## src/usb_rx_defs.svh

```systemverilog
`ifndef USB_RX_DEFS_SVH
`define USB_RX_DEFS_SVH

// full-speed line sampled 8 times per bit
`define USB_RX_CLKS_PER_BIT 8

// payload buffer, power of two
`define USB_RX_FIFO_DEPTH 16

// register byte offsets
`define USB_RX_REG_STATUS 4'h0
`define USB_RX_REG_DATA 4'h4
`define USB_RX_REG_CTRL 4'h8
`define USB_RX_REG_CLEAR 4'hC

`endif

```

## src/usb_rx_pkg.sv

```systemverilog
package usb_rx_pkg;

    typedef enum logic [2:0] {
        idle_packet = 3'd0,
        in_pkt = 3'd1,
        out_pkt = 3'd2,
        data_pkt = 3'd3,
        ack_pkt = 3'd4,
        nak_pkt = 3'd5,
        unsupported = 3'd6,
        stall_pkt = 3'd7
    } rx_packet_t;

    typedef struct packed {
        logic [3:0] check;
        logic [3:0] pid;
        logic [7:0] prev;
    } pid_view_t;

    typedef struct packed {
        logic [4:0] crc5;
        logic [3:0] endp;
        logic [6:0] addr;
    } token_view_t;

    // latest byte in [15:8], bits arrive lsb first
    typedef union packed {
        pid_view_t pid_view;
        token_view_t token_view;
    } rx_word_u;

    // same bit order as the token fields
    typedef struct packed {
        logic [3:0] endp;
        logic [6:0] addr;
    } dev_id_t;

    typedef struct packed {
        logic packet_done;
        logic r_error;
        rx_packet_t rx_packet;
        logic store;
    } rx_status_t;

    typedef struct packed {
        logic awvalid;
        logic [3:0] awaddr;
        logic wvalid;
        logic [31:0] wdata;
        logic [3:0] wstrb;
        logic arvalid;
        logic [3:0] araddr;
        logic bready;
        logic rready;
    } axil_req_t;

    typedef struct packed {
        logic awready;
        logic wready;
        logic arready;
        logic bvalid;
        logic [1:0] bresp;
        logic rvalid;
        logic [31:0] rdata;
        logic [1:0] rresp;
    } axil_rsp_t;

endpackage

```

## src/usb_rx_line.sv

```systemverilog
`include "usb_rx_defs.svh"

module usb_rx_line (
    input  logic clk,
    input  logic n_rst,
    input  logic d_plus,
    input  logic d_minus,
    output logic edge_start,
    output logic eop,
    output logic line_j,
    output logic d_orig
);
    localparam int bit_clks = `USB_RX_CLKS_PER_BIT;

    logic [1:0] dp_sync;
    logic [1:0] dm_sync;
    logic [bit_clks-1:0] dp_hist;
    logic bus_idle;
    logic dp;
    logic dm;
    logic k_edge;

    assign dp = dp_sync[1];
    assign dm = dm_sync[1];
    // J on the previous clock, K now
    assign k_edge = bus_idle && dp_hist[0] && !dp && dm;

    always_ff @(posedge clk, negedge n_rst) begin
        if (!n_rst) begin
            dp_sync <= 2'b11;
            dm_sync <= 2'b00;
            dp_hist <= '1;
            bus_idle <= 1'b1;
            edge_start <= 1'b0;
            eop <= 1'b0;
            line_j <= 1'b0;
            d_orig <= 1'b0;
        end else begin
            dp_sync <= {dp_sync[0], d_plus};
            dm_sync <= {dm_sync[0], d_minus};
            dp_hist <= {dp_hist[bit_clks-2:0], dp};
            edge_start <= k_edge;
            eop <= !dp && !dm;
            line_j <= dp && !dm;
            // nrzi: no change over one bit time decodes to 1
            d_orig <= (dp == dp_hist[bit_clks-1]);
            if (k_edge) begin
                bus_idle <= 1'b0;
            end else if (eop && dp && !dm) begin
                bus_idle <= 1'b1;
            end
        end
    end

endmodule

```

## src/usb_rx_timer.sv

```systemverilog
`include "usb_rx_defs.svh"

module usb_rx_timer (
    input  logic clk,
    input  logic n_rst,
    input  logic edge_start,
    input  logic eop,
    input  logic d_orig,
    output usb_rx_pkg::rx_word_u rcv_data,
    output logic byte_done,
    output logic byte_aligned
);
    localparam int bit_clks = `USB_RX_CLKS_PER_BIT;
    localparam int cnt_w = $clog2(bit_clks);

    logic active;
    logic [cnt_w-1:0] clk_cnt;
    logic [2:0] ones_cnt;
    logic [2:0] bit_cnt;
    logic sample;
    logic stuffed;

    // mid-bit sample point
    assign sample = active && !eop && (clk_cnt == cnt_w'(bit_clks / 2));
    assign stuffed = (ones_cnt == 3'd6);
    assign byte_aligned = (bit_cnt == 3'd0);

    always_ff @(posedge clk, negedge n_rst) begin
        if (!n_rst) begin
            active <= 1'b0;
            clk_cnt <= '0;
            ones_cnt <= '0;
            bit_cnt <= '0;
            byte_done <= 1'b0;
        end else begin
            byte_done <= sample && !stuffed && (bit_cnt == 3'd7);
            if (edge_start) begin
                // the edge cycle is clock 0 of the first bit
                active <= 1'b1;
                clk_cnt <= cnt_w'(1);
                ones_cnt <= '0;
                bit_cnt <= '0;
            end else if (eop) begin
                active <= 1'b0;
            end else if (active) begin
                if (clk_cnt == cnt_w'(bit_clks - 1)) begin
                    clk_cnt <= '0;
                end else begin
                    clk_cnt <= clk_cnt + 1'b1;
                end
                if (sample) begin
                    if (stuffed) begin
                        // drop the stuffed zero
                        ones_cnt <= '0;
                    end else begin
                        ones_cnt <= d_orig ? ones_cnt + 1'b1 : 3'd0;
                        bit_cnt <= bit_cnt + 1'b1;
                    end
                end
            end
        end
    end

    always_ff @(posedge clk) begin
        if (sample && !stuffed) begin
            rcv_data <= {d_orig, rcv_data[15:1]};
        end
    end

endmodule

```

## src/usb_rx_rcu.sv

```systemverilog
module usb_rx_rcu (
    input  logic clk,
    input  logic n_rst,
    input  logic edge_start,
    input  logic eop,
    input  logic line_j,
    input  usb_rx_pkg::rx_word_u rcv_data,
    input  logic byte_done,
    input  logic byte_aligned,
    input  usb_rx_pkg::dev_id_t dev_id,
    output usb_rx_pkg::rx_status_t status,
    output logic [7:0] store_byte
);
    typedef enum logic [3:0] {
        idle,
        load_sync,
        load_pid,
        token,
        data_load,
        data,
        wait_eop,
        wait_idle,
        error,
        done
    } state_t;

    state_t state;
    state_t next_state;
    usb_rx_pkg::rx_packet_t pkt;
    usb_rx_pkg::rx_packet_t next_pkt;
    logic tok_second;
    logic eop_seen;
    logic store_q;
    logic done_q;
    logic err_q;
    logic [3:0] pid;

    assign pid = rcv_data.pid_view.pid;

    always_comb begin
        next_state = state;
        next_pkt = pkt;
        case (state)
            idle: begin
                if (edge_start) begin
                    next_state = load_sync;
                end
            end
            load_sync: begin
                if (eop) begin
                    next_state = error;
                end else if (byte_done) begin
                    next_state = (rcv_data[15:8] == 8'h80) ? load_pid : error;
                end
            end
            load_pid: begin
                if (eop) begin
                    next_state = error;
                end else if (byte_done) begin
                    if (rcv_data.pid_view.check != ~pid) begin
                        next_state = error;
                    end else begin
                        case (pid)
                            4'b0001: begin
                                next_pkt = usb_rx_pkg::out_pkt;
                                next_state = token;
                            end
                            4'b1001: begin
                                next_pkt = usb_rx_pkg::in_pkt;
                                next_state = token;
                            end
                            4'b0011, 4'b1011: begin
                                next_pkt = usb_rx_pkg::data_pkt;
                                next_state = data_load;
                            end
                            4'b0010: begin
                                next_pkt = usb_rx_pkg::ack_pkt;
                                next_state = wait_eop;
                            end
                            4'b1010: begin
                                next_pkt = usb_rx_pkg::nak_pkt;
                                next_state = wait_eop;
                            end
                            4'b1110: begin
                                next_pkt = usb_rx_pkg::stall_pkt;
                                next_state = error;
                            end
                            default: begin
                                next_pkt = usb_rx_pkg::unsupported;
                                next_state = wait_eop;
                            end
                        endcase
                    end
                end
            end
            token: begin
                if (eop) begin
                    next_state = error;
                end else if (byte_done && tok_second) begin
                    if (rcv_data.token_view.addr == dev_id.addr &&
                        rcv_data.token_view.endp == dev_id.endp) begin
                        next_state = done;
                    end else begin
                        // addressed to another device
                        next_state = wait_eop;
                    end
                end
            end
            data_load: begin
                if (eop) begin
                    next_state = error;
                end else if (byte_done) begin
                    next_state = data;
                end
            end
            data: begin
                if (eop) begin
                    next_state = byte_aligned ? done : error;
                end
            end
            wait_eop: begin
                if (eop) begin
                    next_state = wait_idle;
                end
            end
            wait_idle, done, error: begin
                if (eop_seen && line_j) begin
                    next_state = idle;
                end
            end
            default: next_state = idle;
        endcase
    end

    always_ff @(posedge clk, negedge n_rst) begin
        if (!n_rst) begin
            state <= idle;
            pkt <= usb_rx_pkg::idle_packet;
            tok_second <= 1'b0;
            eop_seen <= 1'b0;
            store_q <= 1'b0;
            done_q <= 1'b0;
            err_q <= 1'b0;
        end else begin
            state <= next_state;
            pkt <= next_pkt;
            tok_second <= (state == token) && (tok_second ^ byte_done);
            eop_seen <= (state != idle) && (eop_seen || eop);
            store_q <= byte_done && (state == data_load || state == data);
            done_q <= (next_state == done) && (state != done);
            err_q <= (next_state == error);
        end
    end

    always_ff @(posedge clk) begin
        if (byte_done) begin
            store_byte <= rcv_data[15:8];
        end
    end

    assign status = '{packet_done: done_q, r_error: err_q, rx_packet: pkt, store: store_q};

endmodule

```

## src/usb_rx_fifo.sv

```systemverilog
`include "usb_rx_defs.svh"

module usb_rx_fifo (
    input  logic clk,
    input  logic n_rst,
    input  logic wr_en,
    input  logic [7:0] wr_data,
    input  logic rd_en,
    output logic [7:0] rd_data,
    output logic [4:0] level
);
    localparam int depth = `USB_RX_FIFO_DEPTH;
    localparam int ptr_w = $clog2(depth);

    logic [7:0] mem [depth];
    logic [ptr_w-1:0] wr_ptr;
    logic [ptr_w-1:0] rd_ptr;
    logic do_wr;
    logic do_rd;

    assign do_wr = wr_en && (level != 5'(depth));
    assign do_rd = rd_en && (level != 5'd0);
    // show-ahead
    assign rd_data = mem[rd_ptr];

    always_ff @(posedge clk, negedge n_rst) begin
        if (!n_rst) begin
            wr_ptr <= '0;
            rd_ptr <= '0;
            level <= '0;
        end else begin
            if (do_wr) begin
                wr_ptr <= wr_ptr + 1'b1;
            end
            if (do_rd) begin
                rd_ptr <= rd_ptr + 1'b1;
            end
            if (do_wr && !do_rd) begin
                level <= level + 1'b1;
            end else if (do_rd && !do_wr) begin
                level <= level - 1'b1;
            end
        end
    end

    always_ff @(posedge clk) begin
        if (do_wr) begin
            mem[wr_ptr] <= wr_data;
        end
    end

endmodule

```

## src/usb_rx_regs.sv

```systemverilog
`include "usb_rx_defs.svh"

module usb_rx_regs (
    input  logic clk,
    input  logic n_rst,
    input  usb_rx_pkg::axil_req_t axil_req,
    output usb_rx_pkg::axil_rsp_t axil_rsp,
    input  usb_rx_pkg::rx_status_t status,
    input  logic [7:0] fifo_data,
    input  logic [4:0] fifo_level,
    output logic fifo_pop,
    output usb_rx_pkg::dev_id_t dev_id
);
    logic aw_hs;
    logic ar_hs;
    logic wr_ok;
    logic rd_ok;
    logic wr_clear;
    logic sticky_err;
    logic [7:0] done_cnt;
    logic [31:0] rd_word;
    usb_rx_pkg::rx_packet_t last_pkt;

    assign aw_hs = axil_req.awvalid && axil_rsp.awready && axil_req.wvalid && axil_rsp.wready;
    assign ar_hs = axil_req.arvalid && axil_rsp.arready;
    assign wr_ok = axil_req.awaddr inside {`USB_RX_REG_STATUS, `USB_RX_REG_DATA,
                                          `USB_RX_REG_CTRL, `USB_RX_REG_CLEAR};
    assign wr_clear = aw_hs && (axil_req.awaddr == `USB_RX_REG_CLEAR);
    // an empty buffer reads as zero and is not popped
    assign fifo_pop = ar_hs && (axil_req.araddr == `USB_RX_REG_DATA) && (fifo_level != 5'd0);

    always_comb begin
        rd_word = '0;
        rd_ok = 1'b1;
        case (axil_req.araddr)
            `USB_RX_REG_STATUS: rd_word = {11'b0, fifo_level, done_cnt, 4'b0, sticky_err, last_pkt};
            `USB_RX_REG_DATA: rd_word = {24'b0, (fifo_level != 5'd0) ? fifo_data : 8'h00};
            `USB_RX_REG_CTRL: rd_word = {21'b0, dev_id};
            `USB_RX_REG_CLEAR: rd_word = '0;
            default: rd_ok = 1'b0;
        endcase
    end

    always_ff @(posedge clk, negedge n_rst) begin
        if (!n_rst) begin
            axil_rsp <= '0;
        end else begin
            // aw and w are taken together, one transfer at a time
            axil_rsp.awready <= axil_req.awvalid && axil_req.wvalid &&
                                !axil_rsp.bvalid && !axil_rsp.awready;
            axil_rsp.wready <= axil_req.awvalid && axil_req.wvalid &&
                               !axil_rsp.bvalid && !axil_rsp.awready;
            axil_rsp.arready <= axil_req.arvalid && !axil_rsp.rvalid && !axil_rsp.arready;
            if (aw_hs) begin
                axil_rsp.bvalid <= 1'b1;
                axil_rsp.bresp <= wr_ok ? 2'b00 : 2'b10;
            end else if (axil_req.bready) begin
                axil_rsp.bvalid <= 1'b0;
            end
            if (ar_hs) begin
                axil_rsp.rvalid <= 1'b1;
                axil_rsp.rdata <= rd_word;
                axil_rsp.rresp <= rd_ok ? 2'b00 : 2'b10;
            end else if (axil_req.rready) begin
                axil_rsp.rvalid <= 1'b0;
            end
        end
    end

    always_ff @(posedge clk, negedge n_rst) begin
        if (!n_rst) begin
            dev_id <= '0;
            sticky_err <= 1'b0;
            done_cnt <= '0;
            last_pkt <= usb_rx_pkg::idle_packet;
        end else begin
            last_pkt <= status.rx_packet;
            if (aw_hs && axil_req.awaddr == `USB_RX_REG_CTRL) begin
                if (axil_req.wstrb[0]) begin
                    dev_id[7:0] <= axil_req.wdata[7:0];
                end
                if (axil_req.wstrb[1]) begin
                    dev_id[10:8] <= axil_req.wdata[10:8];
                end
            end
            if (wr_clear) begin
                sticky_err <= 1'b0;
                done_cnt <= '0;
            end else begin
                if (status.r_error) begin
                    sticky_err <= 1'b1;
                end
                if (status.packet_done) begin
                    done_cnt <= done_cnt + 1'b1;
                end
            end
        end
    end

endmodule

```

## src/usb_rx_top.sv

```systemverilog
module usb_rx_top (
    input  logic clk,
    input  logic n_rst,
    input  logic d_plus,
    input  logic d_minus,
    input  usb_rx_pkg::axil_req_t axil_req,
    output usb_rx_pkg::axil_rsp_t axil_rsp
);
    logic edge_start;
    logic eop;
    logic line_j;
    logic d_orig;
    logic byte_done;
    logic byte_aligned;
    logic fifo_pop;
    logic [7:0] store_byte;
    logic [7:0] fifo_data;
    logic [4:0] fifo_level;
    usb_rx_pkg::rx_word_u rcv_data;
    usb_rx_pkg::dev_id_t dev_id;
    usb_rx_pkg::rx_status_t status;

    usb_rx_line u_line (
        .clk(clk),
        .n_rst(n_rst),
        .d_plus(d_plus),
        .d_minus(d_minus),
        .edge_start(edge_start),
        .eop(eop),
        .line_j(line_j),
        .d_orig(d_orig)
    );

    usb_rx_timer u_timer (
        .clk(clk),
        .n_rst(n_rst),
        .edge_start(edge_start),
        .eop(eop),
        .d_orig(d_orig),
        .rcv_data(rcv_data),
        .byte_done(byte_done),
        .byte_aligned(byte_aligned)
    );

    usb_rx_rcu u_rcu (
        .clk(clk),
        .n_rst(n_rst),
        .edge_start(edge_start),
        .eop(eop),
        .line_j(line_j),
        .rcv_data(rcv_data),
        .byte_done(byte_done),
        .byte_aligned(byte_aligned),
        .dev_id(dev_id),
        .status(status),
        .store_byte(store_byte)
    );

    // payload buffer between rcu and register slave
    usb_rx_fifo u_fifo (
        .clk(clk),
        .n_rst(n_rst),
        .wr_en(status.store),
        .wr_data(store_byte),
        .rd_en(fifo_pop),
        .rd_data(fifo_data),
        .level(fifo_level)
    );

    usb_rx_regs u_regs (
        .clk(clk),
        .n_rst(n_rst),
        .axil_req(axil_req),
        .axil_rsp(axil_rsp),
        .status(status),
        .fifo_data(fifo_data),
        .fifo_level(fifo_level),
        .fifo_pop(fifo_pop),
        .dev_id(dev_id)
    );

endmodule

```

## config.mk

```make
export PLATFORM = sky130hd
export DESIGN_NAME = usb_rx_top
export DESIGN_NICKNAME = d
export VERILOG_FILES = /design/src/usb_rx_pkg.sv /design/src/usb_rx_line.sv /design/src/usb_rx_timer.sv /design/src/usb_rx_rcu.sv /design/src/usb_rx_fifo.sv /design/src/usb_rx_regs.sv /design/src/usb_rx_top.sv
export VERILOG_INCLUDE_DIRS = /design/src
export SDC_FILE = /design/constraint.sdc
export NUM_CORES = 1
export LEC_CHECK = 0
export BUFFER_PORTS_ARGS = -buffer_cell sky130_fd_sc_hd__buf_4
export CAP_MARGIN = 20
export CELL_PAD_IN_SITES_DETAIL_PLACEMENT = 2
export CELL_PAD_IN_SITES_GLOBAL_PLACEMENT = 2
export CORE_MARGIN = 1.5
export CORE_UTILIZATION = 38
export CTS_BUF_LIST = sky130_fd_sc_hd__clkbuf_4 sky130_fd_sc_hd__clkbuf_8
export DETAILED_ROUTE_END_ITERATION = 10
export GPL_TIMING_DRIVEN = 0
export HOLD_SLACK_MARGIN = 0.08
export MAX_ROUTING_LAYER = met4
export PLACE_DENSITY_LB_ADDON = 0.1
export SLEW_MARGIN = 20
export SYNTH_ARGS = -nofsm -noshare
export SYNTH_HDL_FRONTEND = slang
export SYNTH_HIERARCHICAL = 1
export SYNTH_SLANG_ARGS = --single-unit
```

## constraint.sdc

```tcl
create_clock -name clk -period 2.95 [get_ports clk]
set_input_delay 0.295 -clock clk [delete_from_list [all_inputs] [get_ports clk]]
set_output_delay 0.295 -clock clk [all_outputs]
set_load 0.02 [all_outputs]
```

==> results of run 1 <==
-- cell usage in the layout (no fill, tap or decap), types with 19 or more instances in the layout --
| master | instances |
|---|---|
| edfxtp_1 | 152 |
| dfrtp_1 | 90 |
| buf_4 | 78 |
| clkbuf_8 | 52 |
| mux2i_1 | 42 |
| nand2_1 | 40 |
| nor2_1 | 40 |
| clkbuf_4 | 28 |
| o21ai_0 | 26 |
| xnor2_1 | 23 |
| dlygate4sd3_1 | 22 |
| inv_1 | 19 |
-- state kept, by name, summed over array words and instances, names as in the netlist, 2 cells and up --
register,flops
u_rcu/store_byte,8
u_fifo/wr_ptr,4
u_fifo/level,5
u_fifo/mem,128
u_regs/done_cnt,8
u_timer/ones_cnt,3
u_timer/bit_cnt,3
u_regs/axil_rsp,27
u_regs/last_pkt,3
u_timer/clk_cnt,3
u_line/dm_sync,2
u_rcu/pkt,3
u_line/dp_sync,2
u_line/dp_hist,8
u_rcu/state,4
u_timer/rcv_data,16
u_fifo/rd_ptr,4
u_regs/dev_id,11
-- worst min-delay path: stages --
cell and delay (ns):
buf_4 0.11, nand4b_1 0.16, mux2_2 0.19
-- cell type report --
class	instances	share of cell area [%]
Clock inverter	5	0.261
Inverter	21	0.608
Sequential cell	255	55.2
Timing Repair Buffer	81	5.15
Buffer	51	2.58
Tap cell	378	3.65
Multi-Input combinational cell	414	25.4
Clock buffer	79	7.09
-- power by group --
group          total (mW)  internal [mW]  leakage [nW]  switching (mW)
Combinational       0.569          0.263          1.79           0.306
Clock                3.35           1.95         0.510            1.40
Sequential           4.06           3.90          2.70           0.157
-- synth_stat cells (all sizes together), types with 2 or more instances --
master	count
and3	3
ha	19
nand4	10
a221o	8
a21oi	18
dfrtp	92
nand2	42
dfstp	11
nor4	2
nor2b	4
o22ai	2
and2	6
xor2	8
a211o	2
mux4	16
inv	21
nor3b	6
and4b	2
mux2i	42
mux2	14
nand4b	3
o21ai	27
a21o	3
edfxtp	152
or3	3
o21a	2
a22oi	8
a22o	10
a2111oi	2
xnor2	23
nand3	10
nor3	18
a211oi	4
buf	36
a221oi	16
nand2b	11
nor2	40
o2bb2ai	2
clkbuf	15
-- path summary, 6_finish.rpt --
path	start	to	slack, ns
max reg2reg	u_fifo/level[0]	u_fifo/level[4]	0.18
max in group asynchronous	n_rst	u_fifo/wr_ptr[2]	1.78
max	u_fifo/level[0]	u_fifo/level[4]	0.18
min reg2reg	u_line/dp_hist[1]	u_line/dp_hist[2]	0.36
min in group asynchronous	n_rst	u_fifo/rd_ptr[3]	0.42
min	axil_req[8]	u_regs/dev_id[8]	0.25
-- routing by layer --
layer  GRT usage, %  vias up  part of all wire [%]
met5              -        -                     0
met4           7.70        0                   3.0
met3           3.64       61                   4.3
met2           34.3      131                    51
met1           25.0     3438                    42
li1               -     2986                     -
-- cell families after synthesis --
group / share of synthesized area, %
adders and majority gates: 2.39
buffers and inverters: 3.83
AOI/OAI and AO/OA: 7.77
muxes: 8.70
xor gates and xnor gates: 2.52
and+or+nand+nor: 8.39
other: 0.0348
DFF: 66.4
-- timing repair --
action / in CTS / in global routing
pin swaps: 1 / 0
setup buffers: 1 / 3
hold buffers: 22 / 0
resized for setup: 4 / 3
endpoints found under the hold margin: 110 / 0
setup endpoints to repair: 3 / 1
==> reports/qor.txt, run 1 <==
Status - finished clean
Async S/R FF share, synth - 40.4%
Via count - 6616
Finish-stage setup viols - 0
TritonCTS clock tree - done
Max Freq - 360 MHz
Final Skew - 0.0295 ns
Num CTS Buffers - 45
Synth unique cells - 73
CP Launch Type - register
Reg2Reg Depth - 10
Post-route ant nets - 0
Total GRT Usage - 20.5%
Utilization after layout - 46.5%
Initial Util - 38.7%
Largest cells by area after synthesis - edfxtp_1 42%, dfrtp_1 21%, mux2i_1 3.9%
Max transition margin - 31.5%
Total of fill cells in the finished design - 2689
Post-DR vias/cell - 5.15
Pwr/cell area - 616 nW/µm²
Tcrit/Tclk final - 94.0%
LEAKAGE - 5.00 nW
Crit Path Max Fanout - 6
Area leader, netlist - edfxtp_1
Placed Area - 11700 µm²
Drt pass-1 iters - 4
Drt wl/cell - 22.1 µm
Most used cell, CP - inv_2
Crit end category - register
Hold slack final - 0.246 ns
Die Area - 29400 µm²
DIE WIDTH - 171 µm
Starting DRT DRC Count - 359
Synth Warn # - 6
Final WS setup - 0.176 ns
Worst path max stage delay - 0.53 ns
Setup repair after global routing missed its margin - false
Setup Total Neg Slack - 0 ns
#FFs+latches synth - 255
Grt ovf - 0
Levels on crit path - 10
Wire length of the first global-routing pass - 43600 µm
Multi-input logic area - 3290 µm²
Synth top area share - 42.3%
Number of global-route vias before repair - 7401
Final design area excluding fillers - 13000 µm²
DP Cell Count - 1174
Diodes inserted - 0
Initial antenna violation count - 0
Worst path cell trace - or4_4 -> o21a_2 -> inv_2 -> ha_2 -> inv_2 -> fa_2 -> a21o_1 -> a21oi_1 -> mux2i_1 -> xnor2_1
Overall power - 7.98 mW
Hold Fails Final Rpt - 0
Slew Viols, Final - 0
Final std cells w/o fill - 1284
Main synth FF type - edfxtp_1
Core area - 27900 µm²
Hold Path Class - primary input to register
Type of the worst setup path - register to register
Die H - 171 µm
Clk sink count - 255
Skew-Pair Late Insertion Delay - 0.55 ns
IO Pins - 94
Clk root buf - clkbuf_8
Post-Syn Area - 10800 µm²
Worst Hold Depth - 3
Setup Slack @ Placement - -0.452 ns
CTS clk-pin slew, worst paths - 0.06 ns
Seq/Total Area, Yosys - 66.4%
Htree depth - 2
Worst-Margin Slew - 1.03 ns
IO buf count - 55
Fin crit period - 2.77 ns
Area Overhead vs Synth - 20.2%
DRC Markers - 0
CP Data Required Time - 3.42 ns
Cells after synthesis - 729
Layout Nets - 942
Sequential cell area - 7160 µm²
Post-synth EDFFs - 152
Avg Cell Area, Syn - 14.8 µm²
CTS Buffer Depth - 3
Slowest cell on the critical path - or4_4
Layout cell share with drive strength beyond 1 - 27.7%
Peak VDD IR - 0.291 mV
Placement Rows - 61
Total Routed Length - 28300 µm
Global placement routability congestion - 0.830
Kind of cell adding the most delay to the critical path - compound AO/OA/AOI/OAI gates
Data arrival, critical path - 3.24 ns
Largest net degree at the start of global routing - 104
DP HPWL - 19200 µm
Number of max-cap violations - 0
Critical path buffers and inverters - 2
Note: power is estimated with default switching activity, not from simulation.
==> run 2: changes to the inputs <==
- SETUP_SLACK_MARGIN: default -> 0.2
==> run 2 against run 1 <==
  * Worst setup slack gained 0.13 ns
  * Via count grew 0.44%
  * Utilization grew 0.11 points
  * Critical path depth is the same
  * First-iteration DRC count grew 4.5%
  * Die area is the same
  * Register-to-register slack gained 0.13 ns
  * Clock skew shrank 0.0057 ns
  * Sequential cell count is the same
  * Largest power group unchanged
==> reports/qor.txt, run 2 (synthesis results as in run 1) <==
CTS Buffer Depth - 3 (unchanged)
Register-to-register setup slack - 0.30 ns (+0.13 ns)
Drt pass-1 iters - 4 (unchanged)
Area Overhead vs Synth - 20.4%
Reg-to-Reg Start - u_fifo/level[1]
CP Launch Type - register
Post-route ant nets - 0 (unchanged)
Diodes inserted - 0 (unchanged)
Tcrit/Tclk final - 89.7% (-4.3 points)
Final std cells w/o fill - 1285 (+0.078%)
Core area - 27900 µm² (unchanged)
Peak VDD IR - 0.320 mV (+10%)
Largest register FFs - 128 (unchanged)
Initial antenna violation count - 0 (unchanged)
Placement Rows - 61 (unchanged)
DIE WIDTH - 171 µm (unchanged)
DRC Markers - 0 (unchanged)
Commonest non-fill, non-tap cell in the layout - edfxtp_1
Total GRT Usage - 21.1% (+0.54 points)
Number of global-route vias before repair - 7564 (+2.2%)
Final Skew - 0.0238 ns (-0.00568 ns)
Starting DRT DRC Count - 375 (+4.5%)
Layout cell share with drive strength beyond 1 - 27.6% (-0.14 points)
Number of max-cap violations - 0 (unchanged)
Crit Path Max Fanout - 5 (-1)
TritonCTS clock tree - done
Hold Crit Start - axil_req[46]
Largest net degree at the start of global routing - 104 (unchanged)
Fin crit period - 2.65 ns (-0.127 ns)
CTS clk-pin slew, worst paths - 0.06 ns (about the same)
Register with the most flip-flops - u_fifo/mem
Die Area - 29400 µm² (unchanged)
Drt wl/cell - 22.4 µm (+1.7%)
Wire length of the first global-routing pass - 44800 µm (+2.9%)
Top flop regs - u_fifo/mem: 128 flops, u_regs/axil_rsp: 27 flops, u_timer/rcv_data: 16 flops
IO Pins - 94 (unchanged)
Hold slack final - 0.223 ns (-0.0222 ns)
LEAKAGE - 5.00 nW (about the same)
DP Cell Count - 1174 (unchanged)
Htree depth - 2 (unchanged)
Clk sink count - 255 (unchanged)
Total of fill cells in the finished design - 2720 (+1.2%)
Crit end category - register
Layout Nets - 943 (+0.11%)
Via count - 6645 (+0.44%)
IO buf count - 55 (unchanged)
Pwr/cell area - 615 nW/µm² (-0.13%)
Setup repair after global routing missed its margin - false
Max Freq - 378 MHz (+4.8%)
Data arrival, critical path - 3.11 ns (-0.13 ns)
Slew Viols, Final - 0 (unchanged)
Num CTS Buffers - 45 (unchanged)
Clk root buf - clkbuf_8
Global placement routability congestion - 0.862 (+3.9%)
Worst-Margin Slew - 1.03 ns (+0.00527 ns)
Setup crit start - u_fifo/level[1]
Hold Path Class - primary input to register
Post-DR vias/cell - 5.17 (+0.36%)
Skew-Pair Late Insertion Delay - 0.55 ns (about the same)
Type of the worst setup path - register to register
Max transition margin - 31.2% (-0.35 points)
Total Routed Length - 28800 µm (+1.8%)
DP HPWL - 19600 µm (+2.4%)
Hold Fails Final Rpt - 0 (unchanged)
Status - finished clean
CP Data Required Time - 3.41 ns (about the same)
Most frequent cells in the layout - 152 x edfxtp_1, 89 x dfrtp_1, 79 x buf_4
Die H - 171 µm (unchanged)
Finish-stage setup viols - 0 (unchanged)
Initial Util - 38.7% (unchanged)
Grt ovf - 0 (unchanged)
## run 2: critical path, stage by stage (launching register included)
cell and delay (ns):
dfrtp_2 0.42, or4_4 0.55, o21a_4 0.23, inv_4 0.08
ha_4 0.14, inv_4 0.05, fa_2 0.34, a21o_1 0.20
a21oi_2 0.14, mux2i_1 0.24, xnor2_1 0.16
## run 2: area by class of cell
class	count	area, µm²	share of cell area [%]
repair buffers	82	674	5.19
clock buffers	75	876	6.74
multi-input cells	414	3320	25.6
clock inverters	9	63.8	0.491
well taps	378	473	3.64
inverters	21	83.8	0.645
flip-flops and latches	255	7160	55.1
plain buffers	51	335	2.58
## run 2: per-stage QoR
stage	power, mW	area (µm²)	setup TNS [ns]	utilization (%)	worst slack (ns)
finish	7.99	13000	0	46.6	0.303
CTS	8.12	13000	0	46.6	0.211
global placement	4.63	11700	-0.380	42.1	-0.249
global route	8.35	13000	0	46.6	0.209
detailed placement	4.68	11700	-0.645	42.1	-0.339
floorplan	4.43	10800	0	-	0.257
## run 2: timing repair
action,CTS,global route
gates resized for setup,11,3
endpoints found under the hold margin,110,0
setup buffers,4,1
endpoints found under the setup margin,4,2
pin swaps,3,5
hold buffers,22,0
## run 2: path summary, 6_finish.rpt
check | end | depth (start not counted)
worst max-delay path | u_fifo/level[4] | 10
worst min-delay path | u_regs/dev_id[8] | 3
worst max register to register | u_fifo/level[4] | 10
worst min register to register | u_line/dp_hist[7] | 0
max in group asynchronous | u_fifo/wr_ptr[2] | 2
min in group asynchronous | u_fifo/rd_ptr[3] | 2
## run 2: layer usage
metal / wire, µm / vias to the layer above / GRT usage (%)
li1: - / 2996 / -
met1: 11800 / 3433 / 25.7
met2: 14800 / 159 / 35.4
met3: 1440 / 57 / 3.43
met4: 839 / 0 / 7.78
met5: 0 / - / -
## run 2: report_power, final
part,internal (mW),leakage (nW),switching [mW],total [mW]
combinational,0.262,1.80,0.311,0.573
clock,1.95,0.500,1.40,3.35
sequential,3.90,2.70,0.159,4.06
==> run 3: changes to the inputs <==
- PLACE_DENSITY: default -> 0.79
- PLACE_DENSITY_LB_ADDON: 0.1 -> default
==> run 3 against run 2 <==
  * Clock-buffer cell count shrank 9
  * Critical path depth did not move
  * Design area decreased by 0.41%
  * Global-route usage up 2.4 points
  * Cell count down 0.31%
  * Via count grew 4.5%
  * Utilization decreased by 0.19 points
  * Non-clock buffer count up 1
  * Sequential power is essentially flat
  * Combinational power up 11%
  * Clock power down 1%
  * Register-to-register slack about the same
==> reports/qor.txt, run 3 (synthesis results as in run 1) <==
IO buf count - 55 (unchanged)
Fin crit period - 2.66 ns (+0.0128 ns)
Max Freq - 376 MHz (-0.48%)
Critical Path End - u_fifo/level[3]
Largest register FFs - 128 (unchanged)
Tcrit/Tclk final - 90.2% (+0.43 points)
Post-route ant nets - 0 (unchanged)
Type of the worst setup path - register to register
Post-DR vias/cell - 5.42 (+4.8%)
Total GRT Usage - 23.5% (+2.4 points)
Status - finished clean
Top flop regs - u_fifo/mem: 128 flops, u_regs/axil_rsp: 27 flops, u_timer/rcv_data: 16 flops
Grt ovf - 0 (unchanged)
Worst path max stage delay - 0.56 ns (about the same)
Area Overhead vs Synth - 19.9%
Placement Rows - 61 (unchanged)
Final WS setup - 0.290 ns (-0.0128 ns)
Core area - 27900 µm² (unchanged)
Most frequent cells in the layout - 152 x edfxtp_1, 89 x dfrtp_1, 80 x buf_4
Peak VDD IR - 0.314 mV (-1.9%)
DIE WIDTH - 171 µm (unchanged)
Num CTS Buffers - 44 (-2.2%)
Crit end category - register
Htree depth - 2 (unchanged)
Crit Path Max Fanout - 9 (+4)
Worst-Margin Slew - 1.01 ns (-0.0247 ns)
Overall power - 8.03 mW (+0.54%)
Setup repair after global routing missed its margin - false
LEAKAGE - 4.98 nW (-0.42%)
Final design area excluding fillers - 12900 µm² (-0.41%)
Drt pass-1 iters - 5 (+1)
Levels on crit path - 10 (unchanged)
Finish-stage setup viols - 0 (unchanged)
Diodes inserted - 0 (unchanged)
Placed Area - 11700 µm² (unchanged)
Slowest cell on the critical path - or4_4
Layout cell share with drive strength beyond 1 - 27.0% (-0.54 points)
Slew Viols, Final - 0 (unchanged)
Starting DRT DRC Count - 552 (+47%)
Initial Util - 38.7% (unchanged)
Data arrival, critical path - 3.09 ns (-0.02 ns)
DRC Markers - 0 (unchanged)
Die Area - 29400 µm² (unchanged)
CP Data Required Time - 3.38 ns (-0.03 ns)
IO Pins - 94 (unchanged)
R2R Path End - u_fifo/level[3]
Final Skew - 0.0559 ns (+0.0321 ns)
Hold Fails Final Rpt - 0 (unchanged)
Skew-Pair Late Insertion Delay - 0.57 ns (+0.02 ns)
Clk root buf - clkbuf_8
Register-to-register setup slack - 0.29 ns (about the same)
Setup Total Neg Slack - 0 ns (unchanged)
Pwr/cell area - 621 nW/µm² (+0.96%)
Reg2Reg Depth - 10 (unchanged)
Layout Nets - 943 (unchanged)
Die H - 171 µm (unchanged)
Number of global-route vias before repair - 7826 (+3.5%)
TritonCTS clock tree - done
Wire length of the first global-routing pass - 48800 µm (+8.9%)
Commonest non-fill, non-tap cell in the layout - edfxtp_1
Drt wl/cell - 25.6 µm (+14%)
Setup crit start - u_fifo/level[0]
Initial antenna violation count - 0 (unchanged)
Register with the most flip-flops - u_fifo/mem
Reg-to-Reg Start - u_fifo/level[0]
CTS clk-pin slew, worst paths - 0.07 ns (about the same)
CP Launch Type - register
Clk sink count - 255 (unchanged)
Global placement routability congestion - 0.814 (-5.6%)
Setup Slack @ Placement - -0.269 ns (+0.0700 ns)
Hold slack final - 0.280 ns (+0.0561 ns)
DP HPWL - 20200 µm (+2.9%)
Critical path buffers and inverters - 2 (unchanged)
Total Routed Length - 32800 µm (+14%)
Hold Path Class - primary input to register
Largest net degree at the start of global routing - 104 (unchanged)
Max transition margin - 32.8% (+1.6 points)
Worst path cell trace - or4_4 -> o21a_1 -> buf_6 -> ha_4 -> inv_4 -> ha_1 -> a21o_2 -> a21oi_1 -> xor2_1 -> o21ai_0
Number of max-cap violations - 0 (unchanged)
Via count - 6941 (+4.5%)
CTS Buffer Depth - 3 (unchanged)
Kind of cell adding the most delay to the critical path - compound AO/OA/AOI/OAI gates
## run 3: tightest hold or removal path, cell delays in order
cell and delay (ns):
buf_4 0.10, nand4b_1 0.21, mux2_2 0.19
## run 3: layer usage
metal	vias up	GRT usage (%)	part of all wire, %
met1	3662	27.0	39
li1	2985	-	-
met4	0	9.12	3.7
met2	207	41.5	54
met5	-	-	0
met3	87	3.52	4.2
## run 3: area by class of cell
type / count / area (µm²)
fillers: 2691 / 14900
flip-flops and latches: 255 / 7160
multi-input cells: 414 / 3310
clock buffers: 66 / 821
repair buffers: 83 / 682
well taps: 378 / 473
plain buffers: 51 / 335
inverters: 21 / 83.8
clock inverters: 13 / 66.3
## run 3: where the power goes
| group | internal (mW) | switching [mW] |
|---|---|---|
| Clock | 1.78 | 1.53 |
| Sequential | 3.90 | 0.189 |
| Combinational | 0.262 | 0.371 |
| Total | 5.94 | 2.09 |
## run 3: timing repair
item / 4_1_cts / 5_1_grt
resized for setup: 7 / 5
cloned: 0 / 0
hold buffers: 22 / 0
pin swaps: 1 / 5
setup endpoints to repair: 4 / 2
buffers inserted: 3 / 3
endpoints found under the hold margin: 110 / 0
## run 3: how the worst min path moves through the flow
| stage | start | end | slack (ns) | cells past startpoint |
|---|---|---|---|---|
| finish | axil_req[46] | u_regs/dev_id[8] | 0.28 | 3 |
| global route | axil_req[46] | u_regs/dev_id[10] | 0.27 | 3 |
| CTS | axil_req[8] | u_regs/dev_id[9] | 0.20 | 3 |
| detailed placement | u_line/dm_sync[0] | u_line/dm_sync[1] | 0.34 | 0 |
| global placement | u_line/dm_sync[0] | u_line/dm_sync[1] | 0.35 | 0 |
| floorplan | n_rst | u_fifo/level[0] | -0.0006 | 0 |
## run 3: per-stage QoR
| stage | util [%] | std cells |
|---|---|---|
| after floorplan | - | 741 |
| after global placement | 42.1 | 1174 |
| after detailed placement | 42.1 | 1174 |
| after CTS | 46.2 | 1278 |
| after global routing | 46.4 | 1281 |
| final | 46.4 | 1281 |
